==> config.mk <==
export PLATFORM = sky130hd
export DESIGN_NAME = hazard_unit
export DESIGN_NICKNAME = d
export VERILOG_FILES = /design/src/rtl/riscv_isa_pkg.sv /design/src/rtl/pipe_pkg.sv /design/src/rtl/hazard_unit.sv
export VERILOG_INCLUDE_DIRS = /design/src /design/src/rtl
export SDC_FILE = /design/constraint.sdc
export NUM_CORES = 1
export LEC_CHECK = 0
export ABC_AREA = 1
export BUFFER_PORTS_ARGS = -buffer_cell sky130_fd_sc_hd__clkbuf_2
export CORE_AREA = 3 3 108 110
export DETAILED_ROUTE_END_ITERATION = 12
export DIE_AREA = 0 0 111 113
export GPL_TIMING_DRIVEN = 0
export PLACE_DENSITY = 0.48
export SYNTH_ARGS = -nofsm -noshare
export SYNTH_HDL_FRONTEND = slang
export SYNTH_SLANG_ARGS = --single-unit
==> constraint.sdc <==
create_clock -name vclk -period 0.8
set_input_delay 0.04 -clock vclk [all_inputs]
set_output_delay 0.04 -clock vclk [all_outputs]
set_load 0.01 [all_outputs]
==> src/rtl/riscv_defines.svh <==
`ifndef RISCV_DEFINES_SVH
`define RISCV_DEFINES_SVH

// Datapath and address width
`define XLEN 32

// Register index width and count
`define REG_ADDR_W 5
`define NUM_REGS 32

// First fetch address after reset
`define RESET_PC 32'h0000_0000

`endif

==> src/rtl/riscv_isa_pkg.sv <==
`default_nettype none

package riscv_isa_pkg;

  // ====================
  // Major opcodes
  // ====================
  typedef enum logic [6:0] {
    opc_load   = 7'b0000011,
    opc_op_imm = 7'b0010011,
    opc_auipc  = 7'b0010111,
    opc_store  = 7'b0100011,
    opc_op     = 7'b0110011,
    opc_lui    = 7'b0110111,
    opc_branch = 7'b1100011,
    opc_jalr   = 7'b1100111,
    opc_jal    = 7'b1101111
  } opcode_e;

  // Branch codes overlap the ALU codes, so they are aliases below
  typedef enum logic [2:0] {
    f3_add_sub = 3'b000,
    f3_sll     = 3'b001,
    f3_lw_sw   = 3'b010,
    f3_blt     = 3'b100,
    f3_srl     = 3'b101
  } funct3_e;

  localparam funct3_e f3_beq = f3_add_sub;
  localparam funct3_e f3_bne = f3_sll;
  localparam funct3_e f3_bge = f3_srl;

  localparam logic [6:0] funct7_base = 7'b0000000;
  localparam logic [6:0] funct7_sub  = 7'b0100000;
  localparam logic [6:0] funct7_mul  = 7'b0000001;  // M extension

  // Fixed R-type field layout, other formats reuse these slices
  typedef struct packed {
    logic [6:0] funct7;
    logic [4:0] rs2;
    logic [4:0] rs1;
    funct3_e    funct3;
    logic [4:0] rd;
    opcode_e    opcode;
  } instr_t;

endpackage

`default_nettype wire

==> src/rtl/pipe_pkg.sv <==
`default_nettype none

`include "riscv_defines.svh"

package pipe_pkg;

  import riscv_isa_pkg::*;

  typedef enum logic [2:0] {
    alu_add,
    alu_sub,
    alu_mul,
    alu_sll,
    alu_srl,
    alu_pass_b,   // LUI
    alu_pc_add    // AUIPC
  } alu_op_e;

  typedef enum logic [1:0] {
    fwd_none,
    fwd_from_mem,
    fwd_from_wb
  } fwd_sel_e;

  // ====================
  // Stage payloads
  // ====================
  typedef struct packed {
    logic [`XLEN-1:0]       pc;
    logic [`XLEN-1:0]       rs1_val;
    logic [`XLEN-1:0]       rs2_val;
    logic [`REG_ADDR_W-1:0] rs1_idx;  // Zero when the source is unused
    logic [`REG_ADDR_W-1:0] rs2_idx;
    logic [`XLEN-1:0]       imm;
    logic [`REG_ADDR_W-1:0] rd;
    alu_op_e                alu_op;
    logic                   use_imm;
    logic                   reg_write;
    logic                   mem_read;
    logic                   mem_write;
    logic                   is_branch;
    funct3_e                funct3;
    logic                   is_jal;
    logic                   is_jalr;
  } id_ex_t;

  typedef struct packed {
    logic [`XLEN-1:0]       result;      // ALU result, link value or address
    logic [`XLEN-1:0]       store_data;
    logic [`REG_ADDR_W-1:0] rd;
    logic                   reg_write;
    logic                   mem_read;
    logic                   mem_write;
  } ex_mem_t;

  // MEM/WB register and retire port
  typedef struct packed {
    logic                   valid;
    logic [`REG_ADDR_W-1:0] rd;
    logic [`XLEN-1:0]       value;
  } wb_t;

  typedef struct packed {
    logic             read;
    logic             write;
    logic [`XLEN-1:0] addr;
    logic [`XLEN-1:0] wdata;
  } dmem_req_t;

endpackage

`default_nettype wire

==> src/rtl/hazard_unit.sv <==
`timescale 1ns/100ps
`default_nettype none

`include "riscv_defines.svh"

module hazard_unit import pipe_pkg::*; (
  input  wire logic [`REG_ADDR_W-1:0] rs1_idx,
  input  wire logic [`REG_ADDR_W-1:0] rs2_idx,
  input  wire id_ex_t                 id_ex,
  input  wire ex_mem_t                ex_mem,
  input  wire wb_t                    mem_wb,
  output logic                        stall,
  output fwd_sel_e                    fwd_a,
  output fwd_sel_e                    fwd_b
);

  logic mem_hit_a, mem_hit_b;
  logic wb_hit_a, wb_hit_b;

  // ====================
  // Forwarding to execute
  // ====================
  assign mem_hit_a = ex_mem.reg_write && (ex_mem.rd != '0) && (ex_mem.rd == id_ex.rs1_idx);
  assign mem_hit_b = ex_mem.reg_write && (ex_mem.rd != '0) && (ex_mem.rd == id_ex.rs2_idx);
  assign wb_hit_a  = mem_wb.valid && (mem_wb.rd != '0) && (mem_wb.rd == id_ex.rs1_idx);
  assign wb_hit_b  = mem_wb.valid && (mem_wb.rd != '0) && (mem_wb.rd == id_ex.rs2_idx);

  // Youngest producer wins
  assign fwd_a = mem_hit_a ? fwd_from_mem : (wb_hit_a ? fwd_from_wb : fwd_none);
  assign fwd_b = mem_hit_b ? fwd_from_mem : (wb_hit_b ? fwd_from_wb : fwd_none);

  // Load result not ready until the load reaches memory
  assign stall = id_ex.mem_read && (id_ex.rd != '0) &&
                 ((id_ex.rd == rs1_idx) || (id_ex.rd == rs2_idx));

  // A stalling load never redirects, so the held IF/ID entry is never flushed away
  always_comb begin
    assert final (!(stall && (id_ex.is_branch || id_ex.is_jal || id_ex.is_jalr)))
      else $error("load-use stall coincides with a redirect");
  end

endmodule

`default_nettype wire

# Yosys cells after proc, flatten, opt, wreduce, memory -nomap -nowiden
# Cells that the tools add are included.
classes:
  eq_ne: 6
  n_mux: 4
  reduce_logical: 12
op_table:
  columns: ["op", "n"]
  rows:
  - ["$eq A5 B5 Y1", 6]
  - ["$reduce_bool A5 Y1", 3]
  - ["$logic_and A1 B1 Y1", 8]
  - ["$mux W2", 4]
  - ["$logic_or A1 B1 Y1", 1]
totals:
  register_bits: 0
  in_bits: 276

# Depth between registers and ports, before layout
depth:
  ltp_word: 5
  depth_mapped: 7

# Worst setup path before layout
# OpenSTA, ideal clock, no wires.
synth_timing:
  path_type: "input to output"
  from: "input id_ex[51] (netlist bit)"
  to: "output fwd_b[1]"
  t_arrival_ns: 0.550
  required_time_ns: 0.760
  setup_slack_ns: 0.210
  cell_stages: 7
  cell_sequence: "inv_1 -> nand2_1 -> nand2_1 -> nand3_1 -> nor2_1 -> nand3_1 -> nor2_1"
synth_via:
  elab_chain_cells: 4
synth_rtl:
  columns: ["element", "line", "source"]
  rows:
  - ["start, declared", "hazard_unit.sv:9", "input wire id_ex_t id_ex,"]
  - ["$eq A5 B5 Y1", "hazard_unit.sv:26", "assign wb_hit_b = mem_wb.valid && (mem_wb.rd != '0) && (mem_wb.rd == id_ex.rs2_idx);"]
  - ["$logic_and A1 B1 Y1", "hazard_unit.sv:26", null]
  - ["$mux W2", "hazard_unit.sv:30", "assign fwd_b = mem_hit_b ? fwd_from_mem : (wb_hit_b ? fwd_from_wb : fwd_none);"]
  - ["$mux W2 *", "hazard_unit.sv:30", null]
  - ["end, declared", "hazard_unit.sv:14", "output fwd_sel_e fwd_b"]
# Mark *: on every way between the ends. The rest lies on a longest branch, timed or not.

# Worst setup path in the final report
# Ends and elaborated chain as after synthesis.

==> results.py <==
metrics = {
    "route": {
        "wl_um": 2236,
        "antenna_left": 0,
        "detail_route.wl_per_cell_um": 7.098,
        "first_pass_iters": 4,
        "via_count": 847,
        "drtIter0Drc": 18,
        "drc": 0,
        "viasPerCell": 2.689,
    },
    "synthesis": {
        "synth-seq-area-share_pct": 0,
        "netlist_area_um2": 576.8,
        "yosys_warnings": 0,
        "synth_cells": 131,
        "syn_nets": 407,
        "yosys.cell_types.count": 13,
        "avgSynthCellArea_um2": 4.403,
    },
    "job": {
        "drv_cap": 0,
    },
    "floorplanning": {
        "dieArea_um2": 12540,
        "dieHeight_um": 113,
        "rows": 38,
        "start_util_pct": 5.344,
        "io_pins": 281,
        "die_x_um": 111,
        "core_um2": 10790,
    },
    "power": {
        "p_leak_uw": 0.0006497,
        "switching_share_pct": 46.21,
        "vdd_drop_max_v": 0.0001462,
        "pwr_density_cell_nw_per_um2": 415.3,
        "p_seq_share_pct": 0,
        "totalPowerFinal_uw": 509.7,
        "comb_power_share_pct": 100.0,
        "p_clk_share_pct": 0,
        "p_switching_uw": 235.5,
        "p_int_uw": 274.2,
    },
    "worst_setup_path": {
        "cp.required_ns": 0.76,
        "worstPathArrival_ns": 0.79,
        "end_kind": "primary output",
        "critical_path_class": "primary input to primary output",
        "worstPathMaxFanout": 3,
        "startpoint": "id_ex[51]",
        "startpoint_type": "primary input",
    },
    "sta": {
        "setup_tns_ns": -0.06971,
        "setup_ws_ns": -0.03481,
        "tightest_slew_ns": 0.1628,
        "maxSlewViolCount": 0,
        "period_minus_slack_ns": 0.8348,
        "finalCritPeriodShare_pct": 104.4,
        "finalHoldViolations": 0,
        "finalSetupViolCount": 4,
        "relSlewSlack_pct": 89.04,
        "rsz0062_at_grt": "yes",
        "max_freq_mhz": 1198,
    },
    "cells_and_area": {
        "nets": 453,
        "sequential_cell_total": 0,
        "post-route-cell-area_um2": 1227,
        "drive_above_1_share_pct": 45.14,
        "nClkBuffers": 0,
        "stdcell_count": 315,
        "regArea_um2": 0,
        "n_antenna_cell": 0,
        "area_growth_syn_to_layout_pct": 112.8,
    },
    "grt": {
        "grt_max_degree": 5,
        "grt_pass1_wl_um": 3456,
        "grt_use_total_pct": 3.240,
        "antenna_found_initial": 0,
        "grt_pass1_vias": 794,
        "gr-total-overflow": 0,
    },
    "place": {
        "dp.cells": 314,
        "port_buffers": 43,
        "placed_area_um2": 967.2,
        "place.gp.congestion": 0.7224,
        "place_hpwl_um": 2020,
        "dp_slack_ns": -0.1368,
    },
    "hold_path": {
        "hp-class": "primary input to primary output",
        "holdPathStages": 4,
        "hold_start": "id_ex[7]",
    },
    "status": {
        "violations": "setup timing",
        "status": "finished, violations left",
    },
}
## area by class of cell
type               instances  area, µm²
inverters                 28      127.6
repair buffers            44      400.4
well taps                140      175.2
multi-input cells        101      509.2
plain buffers              2      15.01
fillers                 1258       9565
## layer usage
layer | vias to the layer above | wire, µm | GRT usage, %
met5 | - | 0 | 0
met4 | 0 | 0 | 0
met3 | 0 | 286 | 1.390
met2 | 38 | 1054 | 5.947
met1 | 333 | 894 | 3.736
li1 | 476 | - | -
## cell usage in the layout (no fill, tap or decap), drive strengths merged
| master | Yosys | layout |
|---|---|---|
| o21ai | 1 | 1 |
| buf | 2 | 28 |
| xor2 | 5 | 5 |
| xnor2 | 5 | 5 |
| nand4 | 3 | 3 |
| a21oi | 1 | 1 |
| inv | 28 | 28 |
| nand2 | 59 | 59 |
| nand3 | 8 | 8 |
| clkbuf | 0 | 18 |
| nor2 | 19 | 19 |
## synthesized netlist by cell type
cell type	number	area, µm²
xor2_1	5	43.79
xnor2_1	5	43.79
nor2_2	2	12.51
inv_2	6	22.52
inv_1	22	82.58
a21oi_1	1	5.000
nand2_2	1	6.260
nand4_1	3	18.77
o21ai_0	1	5.000
buf_4	2	15.01
nand3_1	8	40.04
nand2_1	58	217.7
nor2_1	17	63.81
## final timing paths
path	endpoint	slack, ns
max	fwd_b[1]	-0.03
min	stall	0.41
## timing repair
action / 4_1_cts / 5_1_grt
gates cloned: 0 / 0
setup endpoints to repair: 5 / 5
hold buffers: 0 / 0
buffers inserted: 1 / 0
gates resized for setup: 19 / 67
pin swaps: 14 / 31
## critical path: stages
cell     delay (ns)
buf_8          0.09
buf_6          0.08
nand2_2        0.03
nand2_1        0.05
nand3_1        0.07
nor2_1         0.10
nand3_1        0.10
nor2_1         0.10
buf_2          0.13
## cell families after synthesis
kind of cell / Yosys count / share of synthesized area [%]
buffers and inverters: 30 / 20.82
AND/OR/NAND/NOR: 89 / 62.26
XOR/XNOR: 10 / 15.18
AO/OA/AOI/OAI: 2 / 1.734
## stage by stage
| step | hold WS, ns | utilization [%] |
|---|---|---|
| 2_1_floorplan | 0.1935 | - |
| 3_5_place_dp | 0.3760 | 8.961 |
| 6_report | 0.4108 | 11.37 |
| 4_1_cts | 0.3772 | 10.16 |
| 5_1_grt | 0.4184 | 11.37 |
| 3_3_place_gp | 0.3782 | 8.961 |
## power groups by stage
stage / clock, µW / combinational [µW] / sequential (µW)
after global routing: 0 / 568 / 0
after floorplan: 0 / 194 / 0
final: 0 / 510 / 0
after CTS: 0 / 430 / 0
after global placement: 0 / 366 / 0
after detailed placement: 0 / 371 / 0
Note: power is estimated with default switching activity, not from simulation.
