## src/rtl/riscv_defines.svh

```systemverilog
`ifndef RISCV_DEFINES_SVH
`define RISCV_DEFINES_SVH

// Datapath and address width
`define XLEN 32

// Register index width and count
`define REG_ADDR_W 5
`define NUM_REGS 32

// First fetch address after reset
`define RESET_PC 32'h0000_0000

`endif

```

## src/rtl/riscv_isa_pkg.sv

```systemverilog
`default_nettype none

package riscv_isa_pkg;

  // ====================
  // Major opcodes
  // ====================
  typedef enum logic [6:0] {
    opc_load   = 7'b0000011,
    opc_op_imm = 7'b0010011,
    opc_auipc  = 7'b0010111,
    opc_store  = 7'b0100011,
    opc_op     = 7'b0110011,
    opc_lui    = 7'b0110111,
    opc_branch = 7'b1100011,
    opc_jalr   = 7'b1100111,
    opc_jal    = 7'b1101111
  } opcode_e;

  // Branch codes overlap the ALU codes, so they are aliases below
  typedef enum logic [2:0] {
    f3_add_sub = 3'b000,
    f3_sll     = 3'b001,
    f3_lw_sw   = 3'b010,
    f3_blt     = 3'b100,
    f3_srl     = 3'b101
  } funct3_e;

  localparam funct3_e f3_beq = f3_add_sub;
  localparam funct3_e f3_bne = f3_sll;
  localparam funct3_e f3_bge = f3_srl;

  localparam logic [6:0] funct7_base = 7'b0000000;
  localparam logic [6:0] funct7_sub  = 7'b0100000;
  localparam logic [6:0] funct7_mul  = 7'b0000001;  // M extension

  // Fixed R-type field layout, other formats reuse these slices
  typedef struct packed {
    logic [6:0] funct7;
    logic [4:0] rs2;
    logic [4:0] rs1;
    funct3_e    funct3;
    logic [4:0] rd;
    opcode_e    opcode;
  } instr_t;

endpackage

`default_nettype wire

```

## src/rtl/pipe_pkg.sv

```systemverilog
`default_nettype none

`include "riscv_defines.svh"

package pipe_pkg;

  import riscv_isa_pkg::*;

  typedef enum logic [2:0] {
    alu_add,
    alu_sub,
    alu_mul,
    alu_sll,
    alu_srl,
    alu_pass_b,   // LUI
    alu_pc_add    // AUIPC
  } alu_op_e;

  typedef enum logic [1:0] {
    fwd_none,
    fwd_from_mem,
    fwd_from_wb
  } fwd_sel_e;

  // ====================
  // Stage payloads
  // ====================
  typedef struct packed {
    logic [`XLEN-1:0]       pc;
    logic [`XLEN-1:0]       rs1_val;
    logic [`XLEN-1:0]       rs2_val;
    logic [`REG_ADDR_W-1:0] rs1_idx;  // Zero when the source is unused
    logic [`REG_ADDR_W-1:0] rs2_idx;
    logic [`XLEN-1:0]       imm;
    logic [`REG_ADDR_W-1:0] rd;
    alu_op_e                alu_op;
    logic                   use_imm;
    logic                   reg_write;
    logic                   mem_read;
    logic                   mem_write;
    logic                   is_branch;
    funct3_e                funct3;
    logic                   is_jal;
    logic                   is_jalr;
  } id_ex_t;

  typedef struct packed {
    logic [`XLEN-1:0]       result;      // ALU result, link value or address
    logic [`XLEN-1:0]       store_data;
    logic [`REG_ADDR_W-1:0] rd;
    logic                   reg_write;
    logic                   mem_read;
    logic                   mem_write;
  } ex_mem_t;

  // MEM/WB register and retire port
  typedef struct packed {
    logic                   valid;
    logic [`REG_ADDR_W-1:0] rd;
    logic [`XLEN-1:0]       value;
  } wb_t;

  typedef struct packed {
    logic             read;
    logic             write;
    logic [`XLEN-1:0] addr;
    logic [`XLEN-1:0] wdata;
  } dmem_req_t;

endpackage

`default_nettype wire

```

## src/rtl/execute_stage.sv

```systemverilog
`timescale 1ns/100ps
`default_nettype none

`include "riscv_defines.svh"

module execute_stage import riscv_isa_pkg::*, pipe_pkg::*; (
  input  wire logic             clock,
  input  wire logic             reset,
  input  wire id_ex_t           id_ex,
  input  wire fwd_sel_e         fwd_a,
  input  wire fwd_sel_e         fwd_b,
  input  wire logic [`XLEN-1:0] mem_fwd_value,
  input  wire logic [`XLEN-1:0] wb_value,
  output ex_mem_t               ex_mem,
  output logic                  redirect,
  output logic      [`XLEN-1:0] redirect_pc
);

  logic [`XLEN-1:0] op_a, rs2_fwd, op_b;
  logic [`XLEN-1:0] alu_result, link;
  logic             is_jump, cond;

  // ====================
  // Operand select
  // ====================
  assign op_a    = (fwd_a == fwd_from_mem) ? mem_fwd_value :
                   (fwd_a == fwd_from_wb)  ? wb_value : id_ex.rs1_val;
  assign rs2_fwd = (fwd_b == fwd_from_mem) ? mem_fwd_value :
                   (fwd_b == fwd_from_wb)  ? wb_value : id_ex.rs2_val;
  assign op_b    = id_ex.use_imm ? id_ex.imm : rs2_fwd;

  always_comb begin
    case (id_ex.alu_op)
      alu_add:    alu_result = op_a + op_b;
      alu_sub:    alu_result = op_a - op_b;
      alu_mul:    alu_result = op_a * op_b;  // Low half only
      alu_sll:    alu_result = op_a << op_b[4:0];
      alu_srl:    alu_result = op_a >> op_b[4:0];
      alu_pass_b: alu_result = op_b;
      alu_pc_add: alu_result = id_ex.pc + op_b;
      default:    alu_result = '0;
    endcase
  end

  // ====================
  // Branch and jump
  // ====================
  always_comb begin
    case (id_ex.funct3)
      f3_beq:  cond = (op_a == rs2_fwd);
      f3_bne:  cond = (op_a != rs2_fwd);
      f3_blt:  cond = ($signed(op_a) < $signed(rs2_fwd));
      f3_bge:  cond = ($signed(op_a) >= $signed(rs2_fwd));
      default: cond = 1'b0;
    endcase
  end

  assign is_jump     = id_ex.is_jal || id_ex.is_jalr;
  assign link        = id_ex.pc + `XLEN'd4;
  assign redirect    = (id_ex.is_branch && cond) || is_jump;
  assign redirect_pc = id_ex.is_jalr ? ((op_a + id_ex.imm) & ~`XLEN'd1)
                                     : (id_ex.pc + id_ex.imm);

  always_ff @(posedge clock or posedge reset) begin
    if (reset) begin
      ex_mem <= '0;
    end else begin
      ex_mem.result     <= is_jump ? link : alu_result;
      ex_mem.store_data <= rs2_fwd;
      ex_mem.rd         <= id_ex.rd;
      ex_mem.reg_write  <= id_ex.reg_write;
      ex_mem.mem_read   <= id_ex.mem_read;
      ex_mem.mem_write  <= id_ex.mem_write;
    end
  end

endmodule

`default_nettype wire

```

## config.mk

```make
export PLATFORM = sky130hd
export DESIGN_NAME = execute_stage
export DESIGN_NICKNAME = d
export VERILOG_FILES = /design/src/rtl/riscv_isa_pkg.sv /design/src/rtl/pipe_pkg.sv /design/src/rtl/execute_stage.sv
export VERILOG_INCLUDE_DIRS = /design/src /design/src/rtl
export SDC_FILE = /design/constraint.sdc
export NUM_CORES = 2
export LEC_CHECK = 0
export BUFFER_PORTS_ARGS = -buffer_cell sky130_fd_sc_hd__buf_2
export CORE_ASPECT_RATIO = 1.2
export CORE_MARGIN = 3
export CORE_UTILIZATION = 40
export CTS_CLUSTER_SIZE = 10
export DETAILED_ROUTE_END_ITERATION = 7
export PLACE_DENSITY = 0.68
export SYNTH_ARGS = -nofsm -noshare
export SYNTH_HDL_FRONTEND = slang
export SYNTH_SLANG_ARGS = --single-unit
```

## constraint.sdc

```tcl
create_clock -name clock -period 7.3 [get_ports clock]
set_clock_uncertainty 0.05 [all_clocks]
set_input_delay 1.46 -clock clock [delete_from_list [all_inputs] [get_ports clock]]
set_output_delay 1.46 -clock clock [all_outputs]
set_load 0.005 [all_outputs]
```

Word-level counts from Yosys, hierarchy flattened
Cells that the tools add are included.

cells by class
  $add $sub $neg = 6
  $mul = 1
  $lt $le $gt $ge = 2
  equality and inequality tests = 15
  shift operators = 2
  muxes and demuxes = 9
  reductions and logical operators = 5

operators by type and width
  operator                                             number
  2-to-1 mux 32 bit                                    7
  case mux 32 bit (7 select lines)                     1
  adder 32 bit                                         4
  adder 32 x 3 -> 32 bit, second input constant        1
  equality test 32 bit                                 1
  greater-or-equal comparator 32 bit                   1
  < comparator 32 bit                                  1
  multiplier 32 x 32 -> 32 bit                         1
  inequality test 32 bit                               1
  << shifter 32 x 5 -> 32 bit                          1
  right shift 32 x 5 -> 32 bit                         1
  subtractor 32 bit                                    1
  equality test 3 bit, second input constant           5
  equality test 3 x 1 -> 1 bit, second input constant  2
  equality test 3 x 2 -> 1 bit, second input constant  2
  logical NOT 3 bit                                    2
  equality test 2 x 1 -> 1 bit, second input constant  2
  equality test 2 bit, second input constant           2
  case mux 1 bit (4 select lines)                      1
  logical OR 1 bit                                     2
  logical AND 1 bit                                    1

storage, ports and cells
  flip-flop bits (word level) = 72
  output and inout bits = 105

Depth between registers and ports, before layout
  word-level depth = 7
  depth in mapped cells = 39

Worst setup path before layout
No wires, ideal clock.

  path type = input -> register
  start point = in fwd_b[1]
  end point = reg ex_mem[69] (netlist bit)
  setup time = 0.126 ns
  arrival time = 9.760 ns
  data required time = 7.124 ns
  setup slack = -2.636 ns
  cell stages on the path = 34
  buffers on the path = 6
  path through = buf_4 -> xor2_2 -> buf_4 -> o221a_2 -> inv_1 -> o21ai_2 -> inv_1 -> buf_2 -> buf_1 -> clkbuf_1 -> buf_1 -> nor2_1 -> fa_1 -> inv_1 -> fa_1 -> fa_1 -> fa_1 -> inv_1 -> fa_1 -> inv_1 -> fa_1 -> inv_1 -> fa_1 -> fa_1 -> ha_1 -> and3_1 -> nand4_1 -> or2_2 -> o2111ai_1 -> a221o_1 -> a21bo_2 -> a21oi_1 -> xnor2_1 -> a221o_1

between the ends
  cells in the longest elaborated chain, start to end = 7
  elaborated cells on any way between the ends = 13
  classes of those cells = 3 x add/sub; 1 x mul; 2 x eq/ne; 2 x shift; 5 x mux

RTL lines
  element                                               RTL line             text
  start: declaration                                    execute_stage.sv:11  input wire fwd_sel_e fwd_b,
  equality test 2 bit                                   execute_stage.sv:29  (fwd_b == fwd_from_wb) ? wb_value : id_ex.rs2_val;
  2-to-1 mux 32 bit                                     execute_stage.sv:29
  2-to-1 mux 32 bit (*)                                 execute_stage.sv:28  assign rs2_fwd = (fwd_b == fwd_from_mem) ? mem_fwd_value :
  named net rs2_fwd[2]                                  execute_stage.sv:19  logic [`XLEN-1:0] op_a, rs2_fwd, op_b;
  2-to-1 mux 32 bit (*)                                 execute_stage.sv:30  assign op_b = id_ex.use_imm ? id_ex.imm : rs2_fwd;
  multiplier 32 x 32 -> 32 bit (tied with other cells)  execute_stage.sv:36  alu_mul: alu_result = op_a * op_b;
  case mux 32 bit (7 select lines) (*)                  execute_stage.sv:33  case (id_ex.alu_op)
  2-to-1 mux 32 bit (*)                                 execute_stage.sv:68  ex_mem.result <= is_jump ? link : alu_result;
  end: declaration                                      execute_stage.sv:14  output ex_mem_t ex_mem,

Mark *: on every way through the listed nets, which the timed path passes. The rest lies on a longest branch.

Worst setup path in the final report
  start point = in fwd_a[0]
  end point = reg ex_mem[70] (netlist bit)

between the ends
  cells in the longest elaborated chain, start to end = 6
  elaborated cells on any way between the ends = 11
  classes of those cells = 2 x add/sub; 1 x mul; 2 x eq/ne; 2 x shift; 4 x mux

RTL lines
  element                                               RTL line             text
  start: declaration                                    execute_stage.sv:10  input wire fwd_sel_e fwd_a,
  equality test 2 bit                                   execute_stage.sv:27  (fwd_a == fwd_from_wb) ? wb_value : id_ex.rs1_val;
  2-to-1 mux 32 bit                                     execute_stage.sv:27
  2-to-1 mux 32 bit (*)                                 execute_stage.sv:26  assign op_a = (fwd_a == fwd_from_mem) ? mem_fwd_value :
  multiplier 32 x 32 -> 32 bit (tied with other cells)  execute_stage.sv:36
  case mux 32 bit (7 select lines) (*)                  execute_stage.sv:33
  2-to-1 mux 32 bit (*)                                 execute_stage.sv:68

Mark *: on every way between the ends. The rest lies on a longest branch, timed or not.

==> reports/qor.csv <==
stage;metric;value;unit
logic_synthesis;synth.largest_area_cell;fa_1;
grt;grt_max_degree;67;
routing;final_antenna_net_count;0;
sta;fin_tns_setup;-30080;ps
logic_synthesis;synth_enable_flop_cells;0;
grt;grt_pass1_wl;251000;um
clock_network;cts_root_buffer;clkbuf_16;
final_layout;final_cell_area;41200;um^2
floorplanning;dieHeight;310;um
sta;slew_headroom;19.4;%
floorplanning;pin_count;331;
sta;final-setup-viol-count;24;
logic_synthesis;synthXorXnorAreaFrac;6.21;%
grt;track_usage;43.9;%
logic_synthesis;avgSynthCellArea;7.85;um^2
sta;fin_crit_sh;121;%
logic_synthesis;syn-num-nets;4867;
routing;drc;0;
final_layout;largest_register_ffs;72;
clock_network;cts_sinks;72;
final_layout;layout_common_cells;buf_4, nor2_1, inv_1;
floorplanning;dieArea;80600;um^2
logic_synthesis;ys_warn_count;0;
clock_network;cts_tree;built;
clock_network;cts_max_level;3;
outcome;violations;negative setup slack;
grt;grt_pass1_vias;35500;
outcome;status;complete, but fails checks;
logic_synthesis;synthMuxAreaShare;3.01;%
critical_path;arrival;9080;ps
logic_synthesis;synth-seq-area-share;5.84;%
logic_synthesis;synth_area_leaders;fa_1, ha_1, nor2_1, inv_1, dfrtp_1;
routing;first_pass_iters;6;
logic_synthesis;synth_ff_type;dfrtp_1;
critical_path;crit_type;primary input to register;
placement;place_congestion;1.09;
job;cap_viol_max_count;0;
routing;route.final.wire_length;179000;um
floorplanning;core;75700;um^2
min_path;hold_class;primary input to asynchronous set/reset pin;
routing;wl_per_cell;30.6;um
critical_path;endpoint_kind;register;
grt;overflow;0;
sta;worst_slew_pin_slew;1200;ps
placement;place_hpwl;149000;um
clock_network;clkSlewWorstSetupHoldPaths;70;ps
final_layout;mostFrequentLayoutCell;buf_4;
sta;layout_setup_ws;-1570;ps
floorplanning;die_w;260;um
logic_synthesis;synth_area;30900;um^2
critical_path;cpMostUsedCell;fa_1;
logic_synthesis;synthSimpleGateAreaFrac;17.2;%
placement;place_ws;-2440;ps
critical_path;cp-start-kind;primary input;
clock_network;cts_buffers;9;
floorplanning;start_util;40.8;%
critical_path;crit_slowest_cell;fa_1;
sta;grt_setup_unrepaired;true;
final_layout;regMostFlops;ex_mem;
final_layout;syn_to_final_growth;33.6;%
routing;dr_total_vias;35100;
sta;min_period;8870;ps
critical_path;crit_buf_inv;8;
critical_path;path_max_fanout;15;
logic_synthesis;yosysUniqueCellTypes;93;
logic_synthesis;syn_inst;3933;
sta;maxSlewViolCount;0;
final_layout;drive_gt1_share;30.1;%
critical_path;slowest_delay;570;ps
routing;viasPerCell;6.01;
placement;port_buffers;320;
logic_synthesis;async_reset_ff_share;100;%
final_layout;num-nets-final;5747;
sta;hold_viol_final;0;
logic_synthesis;synthAdderAreaFrac;38.7;%
final_layout;stdcell_count;5835;
floorplanning;rows;110;
logic_synthesis;synth_top_area_share;26.7;%
clock_network;cts_buffer_depth;2;
sta;fmax;113;MHz
placement;dpl.cell_count;5755;
grt;antenna_found_initial;11;
logic_synthesis;synth_compound_area_share;19.8;%
logic_synthesis;ys_ff_latch;72;
critical_path;cp_data_required_time;7510;ps
logic_synthesis;synth_top_family_by_area;adder cells;
placement;place_area;38900;um^2
critical_path;crit_family;adder cells;
routing;first_iter_violations;3625;
final_layout;largestRegisters;ex_mem: 72 flops;
-- cell usage after synthesis, types with 25 or more instances --
master,count
nand3_1,90
xnor2_1,129
buf_1,26
a21o_1,90
o21ai_0,175
o22ai_1,46
nand2b_1,34
o221ai_1,34
buf_2,42
o21a_1,33
dfrtp_1,72
mux2i_1,67
a31oi_1,25
nor2_1,529
xor2_1,76
clkbuf_1,113
ha_1,296
nand2_1,346
fa_1,412
inv_1,504
a21oi_1,222
nor3_1,36
o211ai_1,40
-- what timing repair did --
| action | CTS | global route |
|---|---|---|
| pin swaps | 111 | 63 |
| hold buffers | 0 | 0 |
| buffers inserted | 42 | 16 |
| cloned | 1 | 1 |
| resized for setup | 236 | 138 |
| endpoints found under the setup margin | 32 | 37 |
-- logic make-up (layout without fill, tap and decap cells) --
| kind of cell | count (synthesis) | count (layout) |
|---|---|---|
| AO/OA/AOI/OAI | 917 | 917 |
| XOR/XNOR | 211 | 211 |
| adder cells (fa/ha/maj) | 708 | 708 |
| buffers and inverters | 732 | 1617 |
| flip-flops | 72 | 72 |
| multiplexers | 89 | 89 |
| other | 0 | 9 |
| AND/OR/NAND/NOR | 1204 | 1204 |
-- how the worst max path moves through the flow --
| stage | to | slack [ps] | start | depth (start not counted) |
|---|---|---|---|---|
| floorplan | ex_mem[69]$_DFF_PP0_ | -1780 | fwd_b[0] | 34 |
| global placement | ex_mem[63]$_DFF_PP0_ | -2450 | fwd_b[0] | 34 |
| detailed placement | ex_mem[63]$_DFF_PP0_ | -2440 | fwd_b[0] | 34 |
| CTS | ex_mem[70]$_DFF_PP0_ | -1430 | fwd_b[0] | 34 |
| global route | ex_mem[70]$_DFF_PP0_ | -1760 | fwd_b[0] | 30 |
| finish | ex_mem[70]$_DFF_PP0_ | -1570 | fwd_a[0] | 27 |
-- per-layer routing --
layer	share of wire, %	GRT usage, %	vias up
met5	0.026	0	-
met4	11	36.5	8
met3	9.6	9.98	761
met2	44	69.4	2251
met1	36	50.8	17100
li1	-	-	15000
-- final cells by class --
| type | count | area [um^2] |
|---|---|---|
| fillers | 7271 | 34400 |
| clock inverters | 7 | 86.3 |
| inverters | 537 | 2090 |
| repair buffers | 1064 | 7930 |
| clock buffers | 9 | 225 |
| diodes | 9 | 22.5 |
| flip-flops and latches | 72 | 1800 |
| well taps | 1008 | 1260 |
| multi-input cells | 3129 | 27800 |
-- per-stage QoR --
step / hold slack [ps] / utilization [%]
2_1_floorplan: 1440 / -
3_3_place_gp: 1360 / 51.4
3_5_place_dp: 1370 / 51.4
4_1_cts: 941 / 53.5
5_1_grt: 956 / 54.5
6_report: 952 / 54.5
Power is left out: the tool's default activity adds up to more than one toggle a clock period on the data nets, which glitch-free logic cannot reach.
