[config.mk]
export PLATFORM = sky130hd
export DESIGN_NAME = decode_stage
export DESIGN_NICKNAME = d
export VERILOG_FILES = /design/src/rtl/riscv_isa_pkg.sv /design/src/rtl/pipe_pkg.sv /design/src/rtl/reg_file.sv /design/src/rtl/decode_stage.sv
export VERILOG_INCLUDE_DIRS = /design/src /design/src/rtl
export SDC_FILE = /design/constraint.sdc
export NUM_CORES = 2
export LEC_CHECK = 0
export BUFFER_PORTS_ARGS = -buffer_cell sky130_fd_sc_hd__buf_2
export CAP_MARGIN = 30
export CORE_AREA = 2 2 374 376
export DETAILED_ROUTE_END_ITERATION = 7
export DIE_AREA = 0 0 376 378
export GPL_TIMING_DRIVEN = 1
export SETUP_SLACK_MARGIN = 0.4
export SLEW_MARGIN = 10
export SYNTH_ARGS = -nofsm -noshare
export SYNTH_HDL_FRONTEND = slang
export SYNTH_HIERARCHICAL = 1
export SYNTH_SLANG_ARGS = --single-unit
export TNS_END_PERCENT = 50
[constraint.sdc]
create_clock -name clock -period 78.3 [get_ports clock]
set_input_delay 15.66 -clock clock [delete_from_list [all_inputs] [get_ports clock]]
set_output_delay 15.66 -clock clock [all_outputs]
set_load 0.005 [all_outputs]
[src/rtl/riscv_defines.svh]
`ifndef RISCV_DEFINES_SVH
`define RISCV_DEFINES_SVH

// Datapath and address width
`define XLEN 32

// Register index width and count
`define REG_ADDR_W 5
`define NUM_REGS 32

// First fetch address after reset
`define RESET_PC 32'h0000_0000

`endif

[src/rtl/riscv_isa_pkg.sv]
`default_nettype none

package riscv_isa_pkg;

  // ====================
  // Major opcodes
  // ====================
  typedef enum logic [6:0] {
    opc_load   = 7'b0000011,
    opc_op_imm = 7'b0010011,
    opc_auipc  = 7'b0010111,
    opc_store  = 7'b0100011,
    opc_op     = 7'b0110011,
    opc_lui    = 7'b0110111,
    opc_branch = 7'b1100011,
    opc_jalr   = 7'b1100111,
    opc_jal    = 7'b1101111
  } opcode_e;

  // Branch codes overlap the ALU codes, so they are aliases below
  typedef enum logic [2:0] {
    f3_add_sub = 3'b000,
    f3_sll     = 3'b001,
    f3_lw_sw   = 3'b010,
    f3_blt     = 3'b100,
    f3_srl     = 3'b101
  } funct3_e;

  localparam funct3_e f3_beq = f3_add_sub;
  localparam funct3_e f3_bne = f3_sll;
  localparam funct3_e f3_bge = f3_srl;

  localparam logic [6:0] funct7_base = 7'b0000000;
  localparam logic [6:0] funct7_sub  = 7'b0100000;
  localparam logic [6:0] funct7_mul  = 7'b0000001;  // M extension

  // Fixed R-type field layout, other formats reuse these slices
  typedef struct packed {
    logic [6:0] funct7;
    logic [4:0] rs2;
    logic [4:0] rs1;
    funct3_e    funct3;
    logic [4:0] rd;
    opcode_e    opcode;
  } instr_t;

endpackage

`default_nettype wire

[src/rtl/pipe_pkg.sv]
`default_nettype none

`include "riscv_defines.svh"

package pipe_pkg;

  import riscv_isa_pkg::*;

  typedef enum logic [2:0] {
    alu_add,
    alu_sub,
    alu_mul,
    alu_sll,
    alu_srl,
    alu_pass_b,   // LUI
    alu_pc_add    // AUIPC
  } alu_op_e;

  typedef enum logic [1:0] {
    fwd_none,
    fwd_from_mem,
    fwd_from_wb
  } fwd_sel_e;

  // ====================
  // Stage payloads
  // ====================
  typedef struct packed {
    logic [`XLEN-1:0]       pc;
    logic [`XLEN-1:0]       rs1_val;
    logic [`XLEN-1:0]       rs2_val;
    logic [`REG_ADDR_W-1:0] rs1_idx;  // Zero when the source is unused
    logic [`REG_ADDR_W-1:0] rs2_idx;
    logic [`XLEN-1:0]       imm;
    logic [`REG_ADDR_W-1:0] rd;
    alu_op_e                alu_op;
    logic                   use_imm;
    logic                   reg_write;
    logic                   mem_read;
    logic                   mem_write;
    logic                   is_branch;
    funct3_e                funct3;
    logic                   is_jal;
    logic                   is_jalr;
  } id_ex_t;

  typedef struct packed {
    logic [`XLEN-1:0]       result;      // ALU result, link value or address
    logic [`XLEN-1:0]       store_data;
    logic [`REG_ADDR_W-1:0] rd;
    logic                   reg_write;
    logic                   mem_read;
    logic                   mem_write;
  } ex_mem_t;

  // MEM/WB register and retire port
  typedef struct packed {
    logic                   valid;
    logic [`REG_ADDR_W-1:0] rd;
    logic [`XLEN-1:0]       value;
  } wb_t;

  typedef struct packed {
    logic             read;
    logic             write;
    logic [`XLEN-1:0] addr;
    logic [`XLEN-1:0] wdata;
  } dmem_req_t;

endpackage

`default_nettype wire

[src/rtl/reg_file.sv]
`timescale 1ns/100ps
`default_nettype none

`include "riscv_defines.svh"

module reg_file import pipe_pkg::*; (
  input  wire logic                   clock,
  input  wire logic                   reset,
  input  wire logic [`REG_ADDR_W-1:0] rs1_addr,
  input  wire logic [`REG_ADDR_W-1:0] rs2_addr,
  output logic      [`XLEN-1:0]       rs1_data,
  output logic      [`XLEN-1:0]       rs2_data,
  input  wire wb_t                    wr
);

  logic [`XLEN-1:0] regs [`NUM_REGS];

  always_ff @(posedge clock or posedge reset) begin
    if (reset) begin
      for (int i = 0; i < `NUM_REGS; i++) begin
        regs[i] <= '0;
      end
    end else if (wr.valid && (wr.rd != '0)) begin
      regs[wr.rd] <= wr.value;
    end
  end

  // Write-through so decode sees the value retiring this cycle
  assign rs1_data = (wr.valid && (wr.rd != '0) && (wr.rd == rs1_addr)) ? wr.value
                                                                       : regs[rs1_addr];
  assign rs2_data = (wr.valid && (wr.rd != '0) && (wr.rd == rs2_addr)) ? wr.value
                                                                       : regs[rs2_addr];

  x0_reads_zero: assert property (@(posedge clock) disable iff (reset)
    ((rs1_addr != '0) || (rs1_data == '0)) && ((rs2_addr != '0) || (rs2_data == '0)));

endmodule

`default_nettype wire

[src/rtl/decode_stage.sv]
`timescale 1ns/100ps
`default_nettype none

`include "riscv_defines.svh"

module decode_stage import riscv_isa_pkg::*, pipe_pkg::*; (
  input  wire logic                   clock,
  input  wire logic                   reset,
  input  wire logic                   stall,
  input  wire logic                   flush,
  input  wire logic [`XLEN-1:0]       fetch_pc,
  input  wire instr_t                 fetch_instr,
  input  wire wb_t                    wb,
  output id_ex_t                      id_ex,
  output logic      [`REG_ADDR_W-1:0] rs1_idx,
  output logic      [`REG_ADDR_W-1:0] rs2_idx
);

  logic [`XLEN-1:0] if_id_pc;
  instr_t           if_id_instr;
  logic             if_id_valid;
  logic [31:0]      raw;
  logic [`XLEN-1:0] imm_i, imm_s, imm_b, imm_j, imm_u;
  logic [`XLEN-1:0] rs1_data, rs2_data;
  id_ex_t           dec;
  logic             known, uses_rs1, uses_rs2;

  // ====================
  // IF/ID register
  // ====================
  always_ff @(posedge clock or posedge reset) begin
    if (reset) begin
      if_id_valid <= 1'b0;
    end else if (flush) begin
      if_id_valid <= 1'b0;  // Wrong-path fetch
    end else if (!stall) begin
      if_id_valid <= 1'b1;
      if_id_pc    <= fetch_pc;
      if_id_instr <= fetch_instr;
    end
  end

  assign raw   = if_id_instr;
  assign imm_i = {{20{raw[31]}}, raw[31:20]};
  assign imm_s = {{20{raw[31]}}, raw[31:25], raw[11:7]};
  assign imm_b = {{19{raw[31]}}, raw[31], raw[7], raw[30:25], raw[11:8], 1'b0};
  assign imm_j = {{11{raw[31]}}, raw[31], raw[19:12], raw[20], raw[30:21], 1'b0};
  assign imm_u = {raw[31:12], 12'b0};

  // ====================
  // Control decode
  // ====================
  always_comb begin
    dec        = '0;
    known      = 1'b1;
    uses_rs1   = 1'b0;
    uses_rs2   = 1'b0;
    dec.pc     = if_id_pc;
    dec.rd     = if_id_instr.rd;
    dec.funct3 = if_id_instr.funct3;
    dec.alu_op = alu_add;
    case (if_id_instr.opcode)
      opc_op_imm: begin
        uses_rs1      = 1'b1;
        dec.use_imm   = 1'b1;
        dec.reg_write = 1'b1;
        dec.imm       = imm_i;
        case (if_id_instr.funct3)
          f3_add_sub: dec.alu_op = alu_add;
          f3_sll:     dec.alu_op = alu_sll;
          f3_srl:     dec.alu_op = alu_srl;
          default:    known = 1'b0;
        endcase
        if ((if_id_instr.funct3 != f3_add_sub) && (if_id_instr.funct7 != funct7_base)) begin
          known = 1'b0;  // SRAI and friends
        end
      end
      opc_op: begin
        uses_rs1      = 1'b1;
        uses_rs2      = 1'b1;
        dec.reg_write = 1'b1;
        if (if_id_instr.funct3 != f3_add_sub)         known = 1'b0;
        else if (if_id_instr.funct7 == funct7_base)   dec.alu_op = alu_add;
        else if (if_id_instr.funct7 == funct7_sub)    dec.alu_op = alu_sub;
        else if (if_id_instr.funct7 == funct7_mul)    dec.alu_op = alu_mul;
        else                                          known = 1'b0;
      end
      opc_load, opc_store: begin
        uses_rs1      = 1'b1;
        uses_rs2      = (if_id_instr.opcode == opc_store);
        dec.use_imm   = 1'b1;
        dec.mem_read  = (if_id_instr.opcode == opc_load);
        dec.reg_write = (if_id_instr.opcode == opc_load);
        dec.mem_write = (if_id_instr.opcode == opc_store);
        dec.imm       = (if_id_instr.opcode == opc_store) ? imm_s : imm_i;
        known         = (if_id_instr.funct3 == f3_lw_sw);
      end
      opc_branch: begin
        uses_rs1      = 1'b1;
        uses_rs2      = 1'b1;
        dec.is_branch = 1'b1;
        dec.imm       = imm_b;
        case (if_id_instr.funct3)
          f3_beq, f3_bne, f3_blt, f3_bge: known = 1'b1;
          default:                        known = 1'b0;
        endcase
      end
      opc_jal: begin
        dec.is_jal    = 1'b1;
        dec.reg_write = 1'b1;
        dec.imm       = imm_j;
      end
      opc_jalr: begin
        uses_rs1      = 1'b1;
        dec.is_jalr   = 1'b1;
        dec.reg_write = 1'b1;
        dec.imm       = imm_i;
      end
      opc_lui, opc_auipc: begin
        dec.use_imm   = 1'b1;
        dec.reg_write = 1'b1;
        dec.imm       = imm_u;
        dec.alu_op    = (if_id_instr.opcode == opc_lui) ? alu_pass_b : alu_pc_add;
      end
      default: known = 1'b0;
    endcase
    dec.reg_write = dec.reg_write && (if_id_instr.rd != '0);  // x0 writes vanish here
    dec.rs1_idx   = uses_rs1 ? if_id_instr.rs1 : '0;
    dec.rs2_idx   = uses_rs2 ? if_id_instr.rs2 : '0;
  end

  assign rs1_idx = dec.rs1_idx;
  assign rs2_idx = dec.rs2_idx;

  reg_file u_reg_file (
    .clock    (clock),
    .reset    (reset),
    .rs1_addr (rs1_idx),
    .rs2_addr (rs2_idx),
    .rs1_data (rs1_data),
    .rs2_data (rs2_data),
    .wr       (wb)
  );

  // ID/EX register, bubble on stall, flush or unknown opcode
  always_ff @(posedge clock or posedge reset) begin
    if (reset) begin
      id_ex <= '0;
    end else if (stall || flush || !if_id_valid || !known) begin
      id_ex <= '0;
    end else begin
      id_ex         <= dec;
      id_ex.rs1_val <= rs1_data;
      id_ex.rs2_val <= rs2_data;
    end
  end

endmodule

`default_nettype wire

# Word level (Yosys, flattened, before mapping)
# Cells that the tools add are included.
[word_totals]
in_bits = 106
ff_bits = 1245
[classes]
magnitude_cmp = 4
bitwise = 6
muxes = 41
reduce_logical = 28
eq_ne = 18
[op_table]
columns = ["cell", "count"]
rows = [
  ["bitwise mux 1024 bit", 1],
  ["binary-select mux 32 bit (select 5 bit)", 2],
  ["two-way mux 32 bit", 7],
  ["demux 32 bit (select 5 bit)", 1],
  ["case mux 32 bit (5 select lines)", 1],
  ["two-way mux 156 bit", 1],
  ["== test 7 x 6 -> 1 bit (second input constant)", 4],
  ["== test 7 bit (second input constant)", 3],
  ["greater-or-equal comparator 6 bit (second input constant)", 3],
  ["NOT 5 -> 6 bit", 3],
  ["two-way mux 5 bit", 3],
  ["== test 7 x 5 -> 1 bit (second input constant)", 2],
  ["two-way mux 1 bit", 14],
  ["two-way mux 2 bit", 6],
  ["OR reduction 6 bit", 2],
  ["== test 5 bit", 2],
  ["nonzero test 5 bit", 2],
  ["case mux 3 bit (3 select lines)", 1],
  ["OR reduction 2 bit", 4],
  ["OR reduction 4 bit", 2],
  ["== test 7 x 1 -> 1 bit (second input constant)", 1],
  ["== test 7 x 2 -> 1 bit (second input constant)", 1],
  ["zero test 7 bit", 1],
  ["nonzero test 7 bit", 1],
  ["other kinds (17)", 29],
]

# Depth between registers and ports, before layout
[logic_depth]
word_depth = 10
ltp_mapped = 14
ltp_nobuf = 9

# Hierarchy
# Netlist, hierarchy kept.
[modules_own_cells]
columns = ["mod", "area_each_um2", "cells_per_inst", "n_inst"]
rows = [
  ["reg_file", 54000.5, 3493, 1],
  ["decode_stage", 7810.0, 555, 1],
]

# Least setup slack after synthesis
# No wires, ideal clock.
[synth_timing]
kind = "input-to-reg"
start = "input flush"
end = "register if_id_instr, in the netlist dec[13], enable pin"
n_path_buf = 0
setup_slack_ps = 57610
cell_stages = 1
arrival_ps = 20124
cell_sequence = "nor3_1"
[synth_via]
elab_chain_cells = 2
[synth_rtl]
columns = ["element", "line", "source"]
rows = [
  ["from (decl)", "decode_stage.sv:10", "input wire logic flush,"],
  ["NOT 1 bit (no line)", "-", ""],
  ["AND reduction 3 bit (no line)", "-", ""],
  ["to (signal assigned)", "decode_stage.sv:39", "if_id_instr <= fetch_instr;"],
  ["to (decl)", "decode_stage.sv:20", "instr_t if_id_instr;"],
]
# No other way between the ends.
# A chain may end at the register's enable or synchronous reset.

# Worst setup path in the final report
[layout_timing]
start = "register if_id_instr[6] (netlist bit)"
end = "output rs1_idx[0]"
[layout_via]
elab_chain_cells = 4
[layout_rtl]
columns = ["element", "line", "source"]
rows = [
  ["== test 7 x 6 -> 1 bit (tied with other cells)", "decode_stage.sv:62", "case (if_id_instr.opcode)"],
  ["OR reduction 6 bit (no line) *", "-", ""],
  ["two-way mux 1 bit *", "decode_stage.sv:62", ""],
  ["two-way mux 5 bit *", "decode_stage.sv:128", "dec.rs1_idx = uses_rs1 ? if_id_instr.rs1 : '0;"],
  ["to (decl)", "decode_stage.sv:15", "output logic [`REG_ADDR_W-1:0] rs1_idx,"],
]
# Every way passes the cells marked *; elsewhere a longest branch is shown, timed or not.

==> results.tsv <==
metric	value	unit
Synth Register Bits	1245	
first drt pass iteration count	5	
global-route wire length before repair	272000	µm
sequential cell area	0.0315	mm²
drt via density	6.44	
clock tree buffer depth	3	
CTS Sinks	1245	
Wirelength per Cell	31.2	µm
Post-DP HPWL	99000	µm
CTS resizes	0	
hold_buf cts	0	
fin crit period	19.30	ns
Die Span X	376	µm
post-synth cell types	61	
crit path max fanout	37	
# fillers	11700	
uppermost layer routed	met5	
Leak	29.6	nW
WL met2	85000	µm
EDFF count, synth	64	
Cells after Synth	4048	
core area	0.139	mm²
Die H	378	µm
Total Die Area	0.142	mm²
Final TNS setup	0	ns
Synth Area in Compound Gates	3.64	%
Hold Path Class	reg2reg	
count of final max-slew check failures	0	
largest net degree at the start of global routing	177	
routed wire length	187000	µm
Slowest-stage cell, CP	and2_4	
synth cell count leaders	dfrtp_1, mux2_2, mux4_2	
Starting Density	44.6	%
Pwr Density	24.8	mW/mm²
slew at the pin with the worst max-slew slack	1.06	ns
area grow syn2layout	11.0	%
adder-cell share of the synthesized area	0	%
CTS tree	built	
vias in the first global route	39000	
global route overflow	0	
H-tree depth	4	
Post-Synth Simple-Gate Area	4.13	%
XOR/XNOR Fraction of Synth Area	0.142	%
Synth area leaders	dfrtp_1, mux2_2, mux4_2, edfxtp_1, o22ai_1	
Iter 0 DRT Violations	3778	
FFs w/ async S/R, synth	94.9	%
max frequency	51.8	MHz
largest family of logic cells by synthesized area	multiplexers	
share of cells above drive strength 1	50.7	%
CP max stage delay	0.82	ns
# Post-CTS Setup Buffers	0	
Root Buffer	clkbuf_16	
row count	137	
met3 wire length	14500	µm
Max VDD drop	0.0000223	V
max-capacitance violation count	0	
Worst Path Buf+Inv	1	
vias post-DR	38700	
crit end category	output port	
Warnings, synthesis	6	
Relative slew margins	29.6	%
NumNets Final	4190	
Synth Flop Type	dfrtp_1	
GRT Total Usage	26.4	%
met1 wire length	80700	µm
total power	1.70	mW
routability cong.	0.819	
Data arrival, critical path	3.64	ns
cts bufs inserted	137	
Crit Path Class	reg2out	
Multi-input gate area	0.0279	mm²
Fin. Hold Viols	0	
initial antenna violation count	14	
Final ANT Viol Nets	0	
number of I/O port buffers	271	
Clock Pin Slew Worst Setup and Hold Paths	0.06	ns
Yosys top cell area share	47.8	%
Cell Area, Synth	0.0618	mm²
Synth area leader	dfrtp_1	
crit path launch type	register	
outcome	complete, no violations	
DRC violations left	0	
multiplexer share of the synthesized area	36.8	%
Final Setup Violations	0	
RSZ-0062 raised after global routing	false	
I/O Pins	272	
Synth Area per Inst	15.3	µm²
worst reg2reg setup slack	71.56	ns
sequential area share after synthesis	50.9	%
clock skew	0.0306	ns
fin crit share	24.6	%
critical path cell sequence	or2_2 -> a21oi_1 -> and2_4 -> buf_2	
clock latency on the worst-skew pair	0.78	ns
top-count cell post-synth	dfrtp_1	
Synthesized Nets	4154	
WP data required	62.64	ns
delay-heaviest family, CP	simple AND/OR/NAND/NOR gates	
==> state kept, by name, summed over array words and instances (netlist names) <==
signal / count
id_ex: 156
u_reg_file/regs: 1024
if_id_instr: 24
if_id_valid: 1
dec: 8
if_id_pc: 32
==> per-layer routing <==
| metal | global-route usage, % | vias to the layer above |
|---|---|---|
| met3 | 5.46 | 384 |
| li1 | - | 15700 |
| met4 | 9.87 | 10 |
| met2 | 40.2 | 1561 |
| met5 | 0 | - |
| met1 | 37.4 | 21000 |
==> final timing paths <==
kind / from / end / cells past startpoint
max in group asynchronous: reset / u_reg_file/regs[392] / 7
hold / removal: u_reg_file/regs[1016] / u_reg_file/regs[1016] / 0
setup / recovery: if_id_instr[6] / rs1_idx[0] / 4
hold reg to reg: u_reg_file/regs[1016] / u_reg_file/regs[1016] / 0
min in group asynchronous: reset / u_reg_file/regs[574] / 2
setup reg to reg: if_id_instr[6] / id_ex[105] / 11
==> cell type report <==
class	count	share of cell area, %
inverters	5	0.0492
repair buffers	363	3.39
clock buffers	203	5.94
multi-input cells	2332	40.7
diodes	3	0.0109
flip-flops and latches	1245	45.9
clock inverters	46	0.800
well taps	1807	3.29
==> per-stage QoR <==
step                      instance area (µm²)  cells  setup slack [ns]  hold WS (ns)  util, %
after floorplan                         61800   4048             33.82         0.438        -
after detailed placement                63800   5744             59.01         0.383     46.1
after global routing                    68600   6001             58.76         0.407     49.6
final                                   68600   6004             59.00         0.394     49.6
after CTS                               68500   5993             58.91         0.396     49.4
after global placement                  63700   5737             58.77         0.376     46.0
==> cells by family after synthesis <==
logic type | count (synthesis)
AOI/OAI and AO/OA | 361
buffers and inverters | 471
DFF | 1245
muxes | 1510
xor gates and xnor gates | 10
and+or+nand+nor | 451
==> power breakdown <==
group / switching (mW) / internal (mW) / total [mW] / leakage [nW]
Clock: 0.271 / 0.394 / 0.665 / 2.27
Combinational: 0.0738 / 0.142 / 0.216 / 11.4
Sequential: 0.0704 / 0.750 / 0.821 / 15.9
==> worst register-to-register path: stages, from the launching register on <==
cell and delay [ns]:
edfxtp_1 0.64, or2_2 0.41, a21oi_1 0.76, and2_4 0.70
buf_12 0.66, buf_4 1.14, buf_4 0.80, mux4_2 0.37
o22ai_1 0.08, or4_1 0.55, o21ai_1 0.37, and3_1 0.22
==> placed cells by master (no fill, tap or decap), drive strengths merged, types with 3 or more instances in the layout <==
master,netlist,layout
or3,6,6
nor2b,4,4
nand2b,5,5
and3,105,105
nor3b,6,6
mux4,508,508
nand3b,15,15
nor2,42,42
inv,5,9
buf,286,362
clkbuf,180,204
diode,0,3
o21ai,63,63
nand3,26,26
bufinv,0,10
mux2,992,992
a22oi,6,6
o2111ai,3,3
xor2,4,4
xnor2,6,6
nand2,119,119
nor3,24,24
a211oi,22,22
nand4b,4,4
clkinvlp,0,5
mux2i,10,10
o22ai,249,249
clkinv,0,27
edfxtp,64,64
and2,10,10
a21oi,6,6
dfrtp,1181,1181
nor4,9,9
or4,63,63
and4b,3,3
Note: power is estimated with default switching activity, not from simulation.
